===== config.mk =====
export PLATFORM = sky130hd
export DESIGN_NAME = ag_top
export DESIGN_NICKNAME = d
export VERILOG_FILES = /design/src/ag_pkg.sv /design/src/ag_dep_if.sv /design/src/ag_rf_if.sv /design/src/address_generation.sv /design/src/ag_top.sv /design/src/reg_dependency_check.sv /design/src/register_file.sv /design/src/segment_limit_check.sv
export VERILOG_INCLUDE_DIRS = /design/src
export SDC_FILE = /design/constraint.sdc
export NUM_CORES = 1
export LEC_CHECK = 0
export BUFFER_PORTS_ARGS = -buffer_cell sky130_fd_sc_hd__buf_2
export CORE_ASPECT_RATIO = 0.9
export CORE_UTILIZATION = 31
export CTS_CLUSTER_DIAMETER = 120
export DETAILED_ROUTE_END_ITERATION = 12
export GPL_TIMING_DRIVEN = 0
export HOLD_SLACK_MARGIN = 0.05
export PLACE_DENSITY = 0.57
export SETUP_SLACK_MARGIN = 0.2
export SLEW_MARGIN = 20
export SYNTH_ARGS = -nofsm -noshare
export SYNTH_HDL_FRONTEND = slang
export SYNTH_HIERARCHICAL = 1
export SYNTH_SLANG_ARGS = --single-unit
export TNS_END_PERCENT = 10

===== constraint.sdc =====
create_clock -name clk -period 10.49 [get_ports clk]
set_input_delay 2.098 -clock clk [delete_from_list [all_inputs] [get_ports clk]]
set_output_delay 2.098 -clock clk [all_outputs]
set_load 0.01 [all_outputs]

===== src/ag_consts.svh =====
`ifndef AG_CONSTS_SVH
`define AG_CONSTS_SVH

// Register file sizes
`define AG_NUM_GPR 8
`define AG_NUM_SEG 6

// Stack segment selector slot
`define AG_SS_ID 2

// Interrupt descriptor table base, entries are 8 bytes apart
`define AG_IDTR_BASE 32'h0000_0800

// Offset limits per segment
// ES, CS, SS, DS, FS, GS
`define AG_SEG_LIMIT0 32'h0000_FFFF
`define AG_SEG_LIMIT1 32'h0000_7FFF
`define AG_SEG_LIMIT2 32'h0000_3FFF
`define AG_SEG_LIMIT3 32'h0001_FFFF
`define AG_SEG_LIMIT4 32'h0000_0FFF
`define AG_SEG_LIMIT5 32'h0000_01FF

`endif


===== src/ag_pkg.sv =====
package ag_pkg;

   // Opcodes the stage understands in place of the control store
   typedef enum logic [2:0] {
      op_alu_rr  = 3'd0,
      op_alu_ri  = 3'd1,
      op_load    = 3'd2,
      op_store   = 3'd3,
      op_push    = 3'd4,
      op_jmp_rel = 3'd5,
      op_int     = 3'd6
   } ag_op_e;

   // Operand size, same encoding as decode's DATA_SIZE
   typedef enum logic [1:0] {
      sz8  = 2'd0,
      sz16 = 2'd1,
      sz32 = 2'd2
   } size_e;

   // General register number, EAX..EDI
   typedef logic [2:0] gpr_id_t;

   // Segment register number, only 0 to 5 exist
   typedef logic [2:0] seg_id_t;

endpackage


===== src/ag_dep_if.sv =====
`timescale 1ns/1ps

interface ag_dep_if;
   import ag_pkg::*;

   // Sources the current instruction reads
   gpr_id_t    src1;
   gpr_id_t    src2;
   gpr_id_t    src_idx;
   seg_id_t    src_seg;
   logic       need1;
   logic       need2;
   logic       need_idx;
   logic       need_seg;

   // Destination held in the stage's own output latch
   logic [2:0] lat_drid;
   logic       lat_ld_gpr;
   logic       lat_ld_seg;

   modport stage (output src1, src2, src_idx, src_seg, need1, need2, need_idx, need_seg,
                  output lat_drid, lat_ld_gpr, lat_ld_seg);

   modport check (input src1, src2, src_idx, src_seg, need1, need2, need_idx, need_seg,
                  input lat_drid, lat_ld_gpr, lat_ld_seg);

endinterface


===== src/ag_rf_if.sv =====
`timescale 1ns/1ps

interface ag_rf_if;
   import ag_pkg::*;

   // Read IDs from the stage
   gpr_id_t     gpr_rd_a;
   gpr_id_t     gpr_rd_b;
   gpr_id_t     gpr_rd_idx;
   seg_id_t     seg_rd_a;
   seg_id_t     seg_rd_b;

   // Read data back from the register file
   logic [31:0] gpr_data_a;
   logic [31:0] gpr_data_b;
   logic [31:0] gpr_data_idx;
   logic [15:0] seg_data_a;
   logic [15:0] seg_data_b;

   modport stage (output gpr_rd_a, gpr_rd_b, gpr_rd_idx, seg_rd_a, seg_rd_b,
                  input  gpr_data_a, gpr_data_b, gpr_data_idx, seg_data_a, seg_data_b);

   modport regs (input  gpr_rd_a, gpr_rd_b, gpr_rd_idx, seg_rd_a, seg_rd_b,
                 output gpr_data_a, gpr_data_b, gpr_data_idx, seg_data_a, seg_data_b);

endinterface


===== src/address_generation.sv =====
`timescale 1ns/1ps
`include "ag_consts.svh"

module address_generation (
   input  logic             clk,
   input  logic             rst_n,

   ag_rf_if.stage           rf,

   // From decode
   input  logic             v,
   input  ag_pkg::ag_op_e   op,
   input  ag_pkg::gpr_id_t  sr1,
   input  ag_pkg::gpr_id_t  sr2,
   input  ag_pkg::gpr_id_t  sib_i,
   input  logic [1:0]       sib_s,
   input  logic             sib_en,
   input  logic             disp_en,
   input  logic             base_en,
   input  ag_pkg::seg_id_t  seg1,
   input  ag_pkg::size_e    data_size,
   input  logic [31:0]      disp32,
   input  logic [31:0]      imm32,
   input  logic [31:0]      eip,
   input  logic [3:0]       exc_code,

   // In-flight destinations of later stages
   input  logic [2:0]       ex_drid,
   input  logic             v_ex_ld_gpr,
   input  logic             v_ex_ld_seg,
   input  logic [2:0]       me_drid,
   input  logic             v_me_ld_gpr,
   input  logic             v_me_ld_seg,

   output logic             stall,

   // Pipeline latch toward EX
   output logic             out_v,
   output ag_pkg::ag_op_e   out_op,
   output logic [31:0]      out_a,
   output logic [31:0]      out_b,
   output logic [31:0]      out_neip,
   output logic [31:0]      out_mem_rd_addr,
   output logic [31:0]      out_mem_wr_addr,
   output logic             out_mem_rd,
   output logic             out_mem_wr,
   output ag_pkg::gpr_id_t  out_drid,
   output logic             out_ld_gpr,
   output logic             out_seg_exc
);
   import ag_pkg::*;

   ag_dep_if dep ();

   logic        is_alu, is_load, is_store, is_push, is_int;
   logic [31:0] base_part, disp_part, idx_part, offset, seg_addr;
   logic [31:0] new_sp, stack_addr, int_addr, neip, b_val;
   logic        seg_exc, mem_rd, mem_wr, ld_gpr, accept;
   gpr_id_t     drid;

   assign is_alu   = (op == op_alu_rr) || (op == op_alu_ri);
   assign is_load  = (op == op_load);
   assign is_store = (op == op_store);
   assign is_push  = (op == op_push);
   assign is_int   = (op == op_int);

   assign rf.gpr_rd_a   = sr1;
   assign rf.gpr_rd_b   = sr2;
   assign rf.gpr_rd_idx = sib_i;
   assign rf.seg_rd_a   = seg1;
   assign rf.seg_rd_b   = seg_id_t'(`AG_SS_ID);

   // Effective offset = base + disp + (index << scale)
   assign base_part = base_en ? rf.gpr_data_a : 32'h0;
   assign disp_part = disp_en ? disp32 : 32'h0;
   assign idx_part  = sib_en ? (rf.gpr_data_idx << sib_s) : 32'h0;
   assign offset    = base_part + disp_part + idx_part;
   assign seg_addr  = {rf.seg_data_a, 16'h0000} + offset;

   // Push predecrements ESP by the operand size
   assign new_sp     = rf.gpr_data_b - ((data_size == sz16) ? 32'd2 : 32'd4);
   assign stack_addr = {rf.seg_data_b, 16'h0000} + new_sp;

   assign int_addr = `AG_IDTR_BASE + {25'h0, exc_code, 3'b000};
   assign neip     = (op == op_jmp_rel) ? (eip + disp32) : eip;
   assign b_val    = (op == op_alu_ri) ? imm32 : rf.gpr_data_b;

   // A segment fault kills the memory access
   assign mem_rd = (is_load || is_int) && !seg_exc;
   assign mem_wr = (is_store || is_push) && !seg_exc;
   assign ld_gpr = is_alu || is_load || is_push;
   assign drid   = is_push ? sr2 : sr1;

   assign dep.src1     = sr1;
   assign dep.need1    = base_en || is_alu || is_push;
   assign dep.src2     = sr2;
   assign dep.need2    = (op == op_alu_rr) || is_store || is_push;
   assign dep.src_idx  = sib_i;
   assign dep.need_idx = sib_en;
   assign dep.src_seg  = is_push ? seg_id_t'(`AG_SS_ID) : seg1;
   assign dep.need_seg = is_load || is_store || is_push;

   assign dep.lat_drid   = out_drid;
   assign dep.lat_ld_gpr = out_v && out_ld_gpr;
   // No opcode here writes a segment register
   assign dep.lat_ld_seg = 1'b0;

   reg_dependency_check u_reg_dependency_check (
      .v           (v),
      .dep         (dep),
      .ex_drid     (ex_drid),
      .v_ex_ld_gpr (v_ex_ld_gpr),
      .v_ex_ld_seg (v_ex_ld_seg),
      .me_drid     (me_drid),
      .v_me_ld_gpr (v_me_ld_gpr),
      .v_me_ld_seg (v_me_ld_seg),
      .stall       (stall)
   );

   segment_limit_check u_seg_limit_check (
      .v         (v),
      .op        (op),
      .seg1      (seg1),
      .data_size (data_size),
      .offset    (offset),
      .exc       (seg_exc)
   );

   assign accept = v && !stall;

   // Control bits, a stall inserts a bubble
   always_ff @(posedge clk or negedge rst_n) begin
      if (!rst_n) begin
         out_v       <= 1'b0;
         out_ld_gpr  <= 1'b0;
         out_mem_rd  <= 1'b0;
         out_mem_wr  <= 1'b0;
         out_seg_exc <= 1'b0;
      end else begin
         out_v       <= accept;
         out_ld_gpr  <= accept && ld_gpr;
         out_mem_rd  <= accept && mem_rd;
         out_mem_wr  <= accept && mem_wr;
         out_seg_exc <= accept && seg_exc;
      end
   end

   // Payload, only meaningful when out_v is set
   always_ff @(posedge clk) begin
      out_op          <= op;
      out_a           <= rf.gpr_data_a;
      out_b           <= b_val;
      out_neip        <= neip;
      out_mem_rd_addr <= is_int ? int_addr : seg_addr;
      out_mem_wr_addr <= is_push ? stack_addr : seg_addr;
      out_drid        <= drid;
   end

endmodule


===== src/ag_top.sv =====
`timescale 1ns/1ps

module ag_top (
   input  logic             clk,
   input  logic             rst_n,

   input  logic             v,
   input  ag_pkg::ag_op_e   op,
   input  ag_pkg::gpr_id_t  sr1,
   input  ag_pkg::gpr_id_t  sr2,
   input  ag_pkg::gpr_id_t  sib_i,
   input  logic [1:0]       sib_s,
   input  logic             sib_en,
   input  logic             disp_en,
   input  logic             base_en,
   input  ag_pkg::seg_id_t  seg1,
   input  ag_pkg::size_e    data_size,
   input  logic [31:0]      disp32,
   input  logic [31:0]      imm32,
   input  logic [31:0]      eip,
   input  logic [3:0]       exc_code,

   input  logic             wb_gpr_we,
   input  ag_pkg::gpr_id_t  wb_gpr_id,
   input  logic [31:0]      wb_gpr_data,
   input  logic             wb_seg_we,
   input  ag_pkg::seg_id_t  wb_seg_id,
   input  logic [15:0]      wb_seg_data,

   input  logic [2:0]       ex_drid,
   input  logic             v_ex_ld_gpr,
   input  logic             v_ex_ld_seg,
   input  logic [2:0]       me_drid,
   input  logic             v_me_ld_gpr,
   input  logic             v_me_ld_seg,

   output logic             stall,
   output logic             out_v,
   output ag_pkg::ag_op_e   out_op,
   output logic [31:0]      out_a,
   output logic [31:0]      out_b,
   output logic [31:0]      out_neip,
   output logic [31:0]      out_mem_rd_addr,
   output logic [31:0]      out_mem_wr_addr,
   output logic             out_mem_rd,
   output logic             out_mem_wr,
   output ag_pkg::gpr_id_t  out_drid,
   output logic             out_ld_gpr,
   output logic             out_seg_exc
);

   ag_rf_if rf_bus ();

   register_file u_register_file (
      .clk         (clk),
      .rst_n       (rst_n),
      .rf          (rf_bus),
      .wb_gpr_we   (wb_gpr_we),
      .wb_gpr_id   (wb_gpr_id),
      .wb_gpr_data (wb_gpr_data),
      .wb_seg_we   (wb_seg_we),
      .wb_seg_id   (wb_seg_id),
      .wb_seg_data (wb_seg_data)
   );

   address_generation u_address_generation (
      .clk             (clk),
      .rst_n           (rst_n),
      .rf              (rf_bus),
      .v               (v),
      .op              (op),
      .sr1             (sr1),
      .sr2             (sr2),
      .sib_i           (sib_i),
      .sib_s           (sib_s),
      .sib_en          (sib_en),
      .disp_en         (disp_en),
      .base_en         (base_en),
      .seg1            (seg1),
      .data_size       (data_size),
      .disp32          (disp32),
      .imm32           (imm32),
      .eip             (eip),
      .exc_code        (exc_code),
      .ex_drid         (ex_drid),
      .v_ex_ld_gpr     (v_ex_ld_gpr),
      .v_ex_ld_seg     (v_ex_ld_seg),
      .me_drid         (me_drid),
      .v_me_ld_gpr     (v_me_ld_gpr),
      .v_me_ld_seg     (v_me_ld_seg),
      .stall           (stall),
      .out_v           (out_v),
      .out_op          (out_op),
      .out_a           (out_a),
      .out_b           (out_b),
      .out_neip        (out_neip),
      .out_mem_rd_addr (out_mem_rd_addr),
      .out_mem_wr_addr (out_mem_wr_addr),
      .out_mem_rd      (out_mem_rd),
      .out_mem_wr      (out_mem_wr),
      .out_drid        (out_drid),
      .out_ld_gpr      (out_ld_gpr),
      .out_seg_exc     (out_seg_exc)
   );

endmodule


===== src/reg_dependency_check.sv =====
`timescale 1ns/1ps

module reg_dependency_check (
   input  logic        v,
   ag_dep_if.check     dep,

   input  logic [2:0]  ex_drid,
   input  logic        v_ex_ld_gpr,
   input  logic        v_ex_ld_seg,
   input  logic [2:0]  me_drid,
   input  logic        v_me_ld_gpr,
   input  logic        v_me_ld_seg,

   output logic        stall
);

   logic lat_hit, ex_hit, me_hit;

   function automatic logic src_hit(input logic       need,
                                    input logic [2:0] src,
                                    input logic [2:0] dst,
                                    input logic       dst_v);
      return need && dst_v && (src == dst);
   endfunction

   // Own output latch
   assign lat_hit = src_hit(dep.need1,    dep.src1,    dep.lat_drid, dep.lat_ld_gpr)
                 || src_hit(dep.need2,    dep.src2,    dep.lat_drid, dep.lat_ld_gpr)
                 || src_hit(dep.need_idx, dep.src_idx, dep.lat_drid, dep.lat_ld_gpr)
                 || src_hit(dep.need_seg, dep.src_seg, dep.lat_drid, dep.lat_ld_seg);

   // EX stage
   assign ex_hit = src_hit(dep.need1,    dep.src1,    ex_drid, v_ex_ld_gpr)
                || src_hit(dep.need2,    dep.src2,    ex_drid, v_ex_ld_gpr)
                || src_hit(dep.need_idx, dep.src_idx, ex_drid, v_ex_ld_gpr)
                || src_hit(dep.need_seg, dep.src_seg, ex_drid, v_ex_ld_seg);

   // ME stage
   assign me_hit = src_hit(dep.need1,    dep.src1,    me_drid, v_me_ld_gpr)
                || src_hit(dep.need2,    dep.src2,    me_drid, v_me_ld_gpr)
                || src_hit(dep.need_idx, dep.src_idx, me_drid, v_me_ld_gpr)
                || src_hit(dep.need_seg, dep.src_seg, me_drid, v_me_ld_seg);

   // Nothing to hold back when decode has no instruction
   assign stall = v && (lat_hit || ex_hit || me_hit);

endmodule


===== src/register_file.sv =====
`timescale 1ns/1ps
`include "ag_consts.svh"

module register_file (
   input  logic             clk,
   input  logic             rst_n,

   ag_rf_if.regs            rf,

   // General register write port
   input  logic             wb_gpr_we,
   input  ag_pkg::gpr_id_t  wb_gpr_id,
   input  logic [31:0]      wb_gpr_data,

   // Segment register write port
   input  logic             wb_seg_we,
   input  ag_pkg::seg_id_t  wb_seg_id,
   input  logic [15:0]      wb_seg_data
);

   logic [31:0] gpr [`AG_NUM_GPR];
   logic [15:0] seg [`AG_NUM_SEG];

   always_ff @(posedge clk or negedge rst_n) begin
      if (!rst_n) begin
         for (int i = 0; i < `AG_NUM_GPR; i++) begin
            gpr[i] <= '0;
         end
      end else if (wb_gpr_we) begin
         gpr[wb_gpr_id] <= wb_gpr_data;
      end
   end

   // Selector IDs 6 and 7 have no register behind them
   always_ff @(posedge clk or negedge rst_n) begin
      if (!rst_n) begin
         for (int i = 0; i < `AG_NUM_SEG; i++) begin
            seg[i] <= '0;
         end
      end else if (wb_seg_we && (wb_seg_id < `AG_NUM_SEG)) begin
         seg[wb_seg_id] <= wb_seg_data;
      end
   end

   // Three general read ports: base, source 2 / ESP, SIB index
   assign rf.gpr_data_a   = gpr[rf.gpr_rd_a];
   assign rf.gpr_data_b   = gpr[rf.gpr_rd_b];
   assign rf.gpr_data_idx = gpr[rf.gpr_rd_idx];

   // Two segment read ports: operand segment and SS
   assign rf.seg_data_a = (rf.seg_rd_a < `AG_NUM_SEG) ? seg[rf.seg_rd_a] : 16'h0000;
   assign rf.seg_data_b = (rf.seg_rd_b < `AG_NUM_SEG) ? seg[rf.seg_rd_b] : 16'h0000;

endmodule


===== src/segment_limit_check.sv =====
`timescale 1ns/1ps
`include "ag_consts.svh"

module segment_limit_check (
   input  logic            v,
   input  ag_pkg::ag_op_e  op,
   input  ag_pkg::seg_id_t seg1,
   input  ag_pkg::size_e   data_size,
   input  logic [31:0]     offset,
   output logic            exc
);
   import ag_pkg::*;

   logic [31:0] limit;
   logic [1:0]  size_m1;
   logic [32:0] end_offset;

   always_comb begin
      case (seg1)
         3'd0:    limit = `AG_SEG_LIMIT0;
         3'd1:    limit = `AG_SEG_LIMIT1;
         3'd2:    limit = `AG_SEG_LIMIT2;
         3'd3:    limit = `AG_SEG_LIMIT3;
         3'd4:    limit = `AG_SEG_LIMIT4;
         3'd5:    limit = `AG_SEG_LIMIT5;
         default: limit = 32'h0;
      endcase
   end

   // Last byte touched by the access
   assign size_m1    = (data_size == sz32) ? 2'd3 : ((data_size == sz16) ? 2'd1 : 2'd0);
   // Carry bit keeps an access wrapping past 4G from slipping under the limit
   assign end_offset = {1'b0, offset} + {31'h0, size_m1};

   assign exc = v && ((op == op_load) || (op == op_store))
              && (end_offset > {1'b0, limit});

endmodule


==> reports/qor.log <==
[logic_synthesis] post-synthesis cell count 2982
[clock_tree] CTS clk-pin slew, worst paths 0.06 ns
[logic_synthesis] unique cell type count in the Yosys netlist 93
[global_routing] first-pass GRT wire length 175000 um
[logic_synthesis] top post-synthesis cells by count sky130_fd_sc_hd__mux2_2, sky130_fd_sc_hd__dfrtp_1, sky130_fd_sc_hd__nand2_1, sky130_fd_sc_hd__mux4_1, sky130_fd_sc_hd__inv_1
[setup_path] maximum fanout along the worst path 10
[route] total vias in the final route 26500
[sta] unrepaired setup endpoints after global routing false
[route] detailed-route vias per instance 5.35
[logic_synthesis] cell taking the most area after synthesis sky130_fd_sc_hd__dfrtp_1
[global_routing] number of global-route vias before repair 25900
[clock_tree] Longest Clk Path Bufs 3
[route] final routed wirelength across all metal layers 122000 um
[power] total power divided by cell area 227 mW/mm2
[floorplanning] Core Rows 117
[setup_path] setup slack, reg-to-reg 3.18 ns
[worst_hold_path] Worst Hold Depth 1
[layout] Filler Cells Inserted 11200
[setup_path] FF-to-FF End u_address_generation/out_mem_wr_addr[30]$_DFF_P_
[global_routing] total routing usage reported by global routing 20.7%
[global_routing] sum of overflow across all layers after global routing 0
[route] number of DRC violations after detailed routing 0
[setup_path] data arrival time of the critical path 10.07 ns
[sta] final critical-path required period 9.57 ns
[floorplanning] number of top-level pins 363
[sta] achievable frequency 105 MHz
[layout] Final nets 3778
[logic_synthesis] number of flip-flops and latches in the synthesized netlist 523
[placement] last weighted congestion value of the routability-driven placer 0.944
[logic_synthesis] warning count from the yosys run 6
[logic_synthesis] top_reg_cell synth sky130_fd_sc_hd__dfrtp_1
[placement] Final HPWL DP 93800 um
[route] post-route ant nets 0
[clock_tree] maximum level of the CTS H-tree 3
[sta] PnR worst setup slack 0.925 ns
[outcome] status complete, no violations
[sta] # setup viols final 0
[sta] number of hold-slack violations in the final timing report 0
[logic_synthesis] post-synthesis area per instance 11.8 um2
[placement] setup slack after placement 0.416 ns
[power] static leakage 18.7 nW
[logic_synthesis] most common cell in the netlist sky130_fd_sc_hd__mux2_2
[sta] actual transition at the worst max-transition pin 1.08 ns
[setup_path] type of the worst setup path in2reg
[setup_path] slowest stage cell on the critical path sky130_fd_sc_hd__buf_1
[floorplanning] Die Area 0.115 mm2
[setup_path] critical path capture point type register
[floorplanning] x dimension of the die 358 um
[clock_tree] Setup Fix Bufs, Post-CTS 0
[logic_synthesis] Async S/R FF share, synth 68.3%
[logic_synthesis] ranking of synthesized cells by area sky130_fd_sc_hd__dfrtp_1, sky130_fd_sc_hd__mux4_1, sky130_fd_sc_hd__mux2_2
[logic_synthesis] Post-synth EDFFs 0
[floorplanning] Placeable Area 0.113 mm2
[clock_tree] source-to-sink clock delay at the later pin of the worst-skew pair 0.66 ns
[sta] Max Slew Vio Count 0
[route] Detailed Routing Iterations Pass 1 5
[placement] Buffers on Ports 352
[layout] fraction of layout cells with a size suffix above 1 30.5%
[layout] number of standard cells in the final layout excluding fillers 4960
[clock_tree] CTS sink count 523
[setup_path] worst setup path endpoint u_address_generation/out_mem_wr_addr[30]$_DFF_P_
[clock_tree] TritonCTS clock tree done
[sta] relative slew slack 27.3%
[setup_path] Setup crit start sib_i[2]
[placement] post-placement cell count 4828
[setup_path] Worst Reg-to-Reg Cells 25
[floorplanning] Initial Util 31.2%
[run] Max Cap Viol 0
[logic_synthesis] post-synth top area share 25.3%
[route] routed len/inst 24.6 um
[setup_path] Worst Setup Start Kind input port
[setup_path] critical path data required time 10.99 ns
[floorplanning] Die Span Y 322 um
[sta] crit share post-route 91.2%
[global_routing] largest net degree at the start of global routing 93
[sta] clk_skew 0.0347 ns
[layout] synth-to-layout area growth 17.2%
[setup_path] maximum cell stage delay along the critical path 0.61 ns
[global_routing] number of antenna violations at the first check in global routing 31
[setup_path] worst reg2reg startpoint u_register_file/gpr[131]$_DFFE_PN0P_
[logic_synthesis] Post-Synthesis Cell Area 0.0353 mm2
[clock_tree] clock tree root driver cell sky130_fd_sc_hd__clkbuf_16
[worst_hold_path] class of the tightest hold or removal check reg2reg
[clock_tree] post-cts sizing count 0
[setup_path] cell mode on critical path sky130_fd_sc_hd__o21ai_0
[clock_tree] TritonCTS buffer count 66
[power] worst vdd ir 0.000125 V
[clock_tree] number of hold-repair buffers added at the cts stage 0
[route] violation count after the first detailed-route iteration 2322
[logic_synthesis] register area share after synthesis 34.8%
## layer usage
metal	global-route usage [%]	vias to the layer above	share of wire, %	wire length, um
li1	-	12000	-	-
met3	5.34	197	7.3	8950
met4	5.98	22	2.6	3190
met2	32.4	921	45	55100
met5	0	-	0.11	136
met1	28.1	13400	45	54700
## power breakdown
| group | total, mW | switching (mW) | internal, mW |
|---|---|---|---|
| logic | 4.14 | 2.35 | 1.79 |
| registers | 2.85 | 0.308 | 2.54 |
| clock network | 2.37 | 0.985 | 1.39 |
## cell usage in the layout (no fill, tap or decap), types with 17 or more instances in the layout
cell,n
sky130_fd_sc_hd__a21o_1,40
sky130_fd_sc_hd__buf_4,26
sky130_fd_sc_hd__nor2_1,75
sky130_fd_sc_hd__buf_2,389
sky130_fd_sc_hd__buf_1,25
sky130_fd_sc_hd__mux4_2,22
sky130_fd_sc_hd__a21oi_1,94
sky130_fd_sc_hd__ha_1,142
sky130_fd_sc_hd__xnor2_1,74
sky130_fd_sc_hd__dfrtp_1,357
sky130_fd_sc_hd__fa_1,36
sky130_fd_sc_hd__nand3_1,30
sky130_fd_sc_hd__mux2i_1,108
sky130_fd_sc_hd__buf_6,24
sky130_fd_sc_hd__mux2_2,432
sky130_fd_sc_hd__and2_1,22
sky130_fd_sc_hd__inv_1,176
sky130_fd_sc_hd__o32a_1,32
sky130_fd_sc_hd__mux2_1,30
sky130_fd_sc_hd__nand2b_1,17
sky130_fd_sc_hd__o21ai_0,161
sky130_fd_sc_hd__xor2_1,77
sky130_fd_sc_hd__nand2_1,231
sky130_fd_sc_hd__clkbuf_1,79
sky130_fd_sc_hd__dfxtp_1,166
sky130_fd_sc_hd__clkbuf_16,68
sky130_fd_sc_hd__nor2b_1,22
sky130_fd_sc_hd__mux4_1,192
## kinds of logic after synthesis
| kind of cell | Yosys count | synth area share, % |
|---|---|---|
| simple gates | 517 | 7.38 |
| mux | 784 | 33.5 |
| compound gates | 468 | 8.68 |
| flops | 523 | 34.8 |
| xor+xnor | 152 | 3.82 |
| other cells | 2 | 0.0213 |
| buf+inv | 358 | 4.73 |
| fa+ha+maj | 178 | 7.08 |
## per-stage QoR
| step | util, % | hold WS (ns) | power (mW) | setup TNS, ns | area [um2] |
|---|---|---|---|---|---|
| 2_1_floorplan | - | 0.478 | 5.52 | 0 | 35300 |
| 3_3_place_gp | 34.4 | 0.499 | 6.91 | -12.15 | 38900 |
| 3_5_place_dp | 34.5 | 0.509 | 6.94 | 0 | 39000 |
| 4_1_cts | 36.5 | 0.522 | 9.37 | 0 | 41300 |
| 5_1_grt | 36.5 | 0.541 | 9.88 | 0 | 41300 |
| 6_report | 36.6 | 0.520 | 9.36 | 0 | 41300 |
## critical path: cells and delay by family
kind	cells	cell delay (ns)
AO/OA/AOI/OAI	11	2.55
multiplexers	4	1.45
buffers and inverters	5	1.45
AND/OR/NAND/NOR	4	0.54
adder cells (fa/ha/maj)	3	1.25
XOR/XNOR	2	0.72
## flip-flops by register name, indices dropped and copies added, names as in the netlist
register                              count
u_register_file/gpr                     256
u_register_file/seg                      96
u_address_generation/out_a               32
u_address_generation/out_b               32
u_address_generation/out_mem_rd_addr     32
u_address_generation/out_mem_wr_addr     32
u_address_generation/out_neip            32
u_address_generation/out_drid             3
u_address_generation/out_op               3
u_address_generation/out_ld_gpr           1
u_address_generation/out_mem_rd           1
u_address_generation/out_mem_wr           1
u_address_generation/out_seg_exc          1
u_address_generation/out_v                1
## cell type report
cell class | count | area (um2) | share of cell area (%)
Tap cell | 1487 | 1860 | 4.50
Multi-Input combinational cell | 2103 | 21300 | 51.7
Clock inverter | 25 | 314 | 0.760
Sequential cell | 523 | 12300 | 29.7
Inverter | 176 | 661 | 1.60
Timing Repair Buffer | 357 | 1890 | 4.57
Antenna cell | 12 | 30.0 | 0.0727
Buffer | 182 | 1010 | 2.44
Clock buffer | 95 | 1940 | 4.70
## worst min-delay path by stage
| stage | start | endpoint |
|---|---|---|
| final | u_register_file/gpr[126]$_DFFE_PN0P_ | u_register_file/gpr[126]$_DFFE_PN0P_ |
| after global routing | u_register_file/seg[12]$_DFFE_PN0P_ | u_register_file/seg[12]$_DFFE_PN0P_ |
| after CTS | u_register_file/gpr[126]$_DFFE_PN0P_ | u_register_file/gpr[126]$_DFFE_PN0P_ |
| after detailed placement | u_register_file/gpr[126]$_DFFE_PN0P_ | u_register_file/gpr[126]$_DFFE_PN0P_ |
| after global placement | u_register_file/gpr[108]$_DFFE_PN0P_ | u_register_file/gpr[108]$_DFFE_PN0P_ |
| after floorplan | u_register_file/gpr[201]$_DFFE_PN0P_ | u_register_file/gpr[201]$_DFFE_PN0P_ |
(Power assumes the default switching activity.)
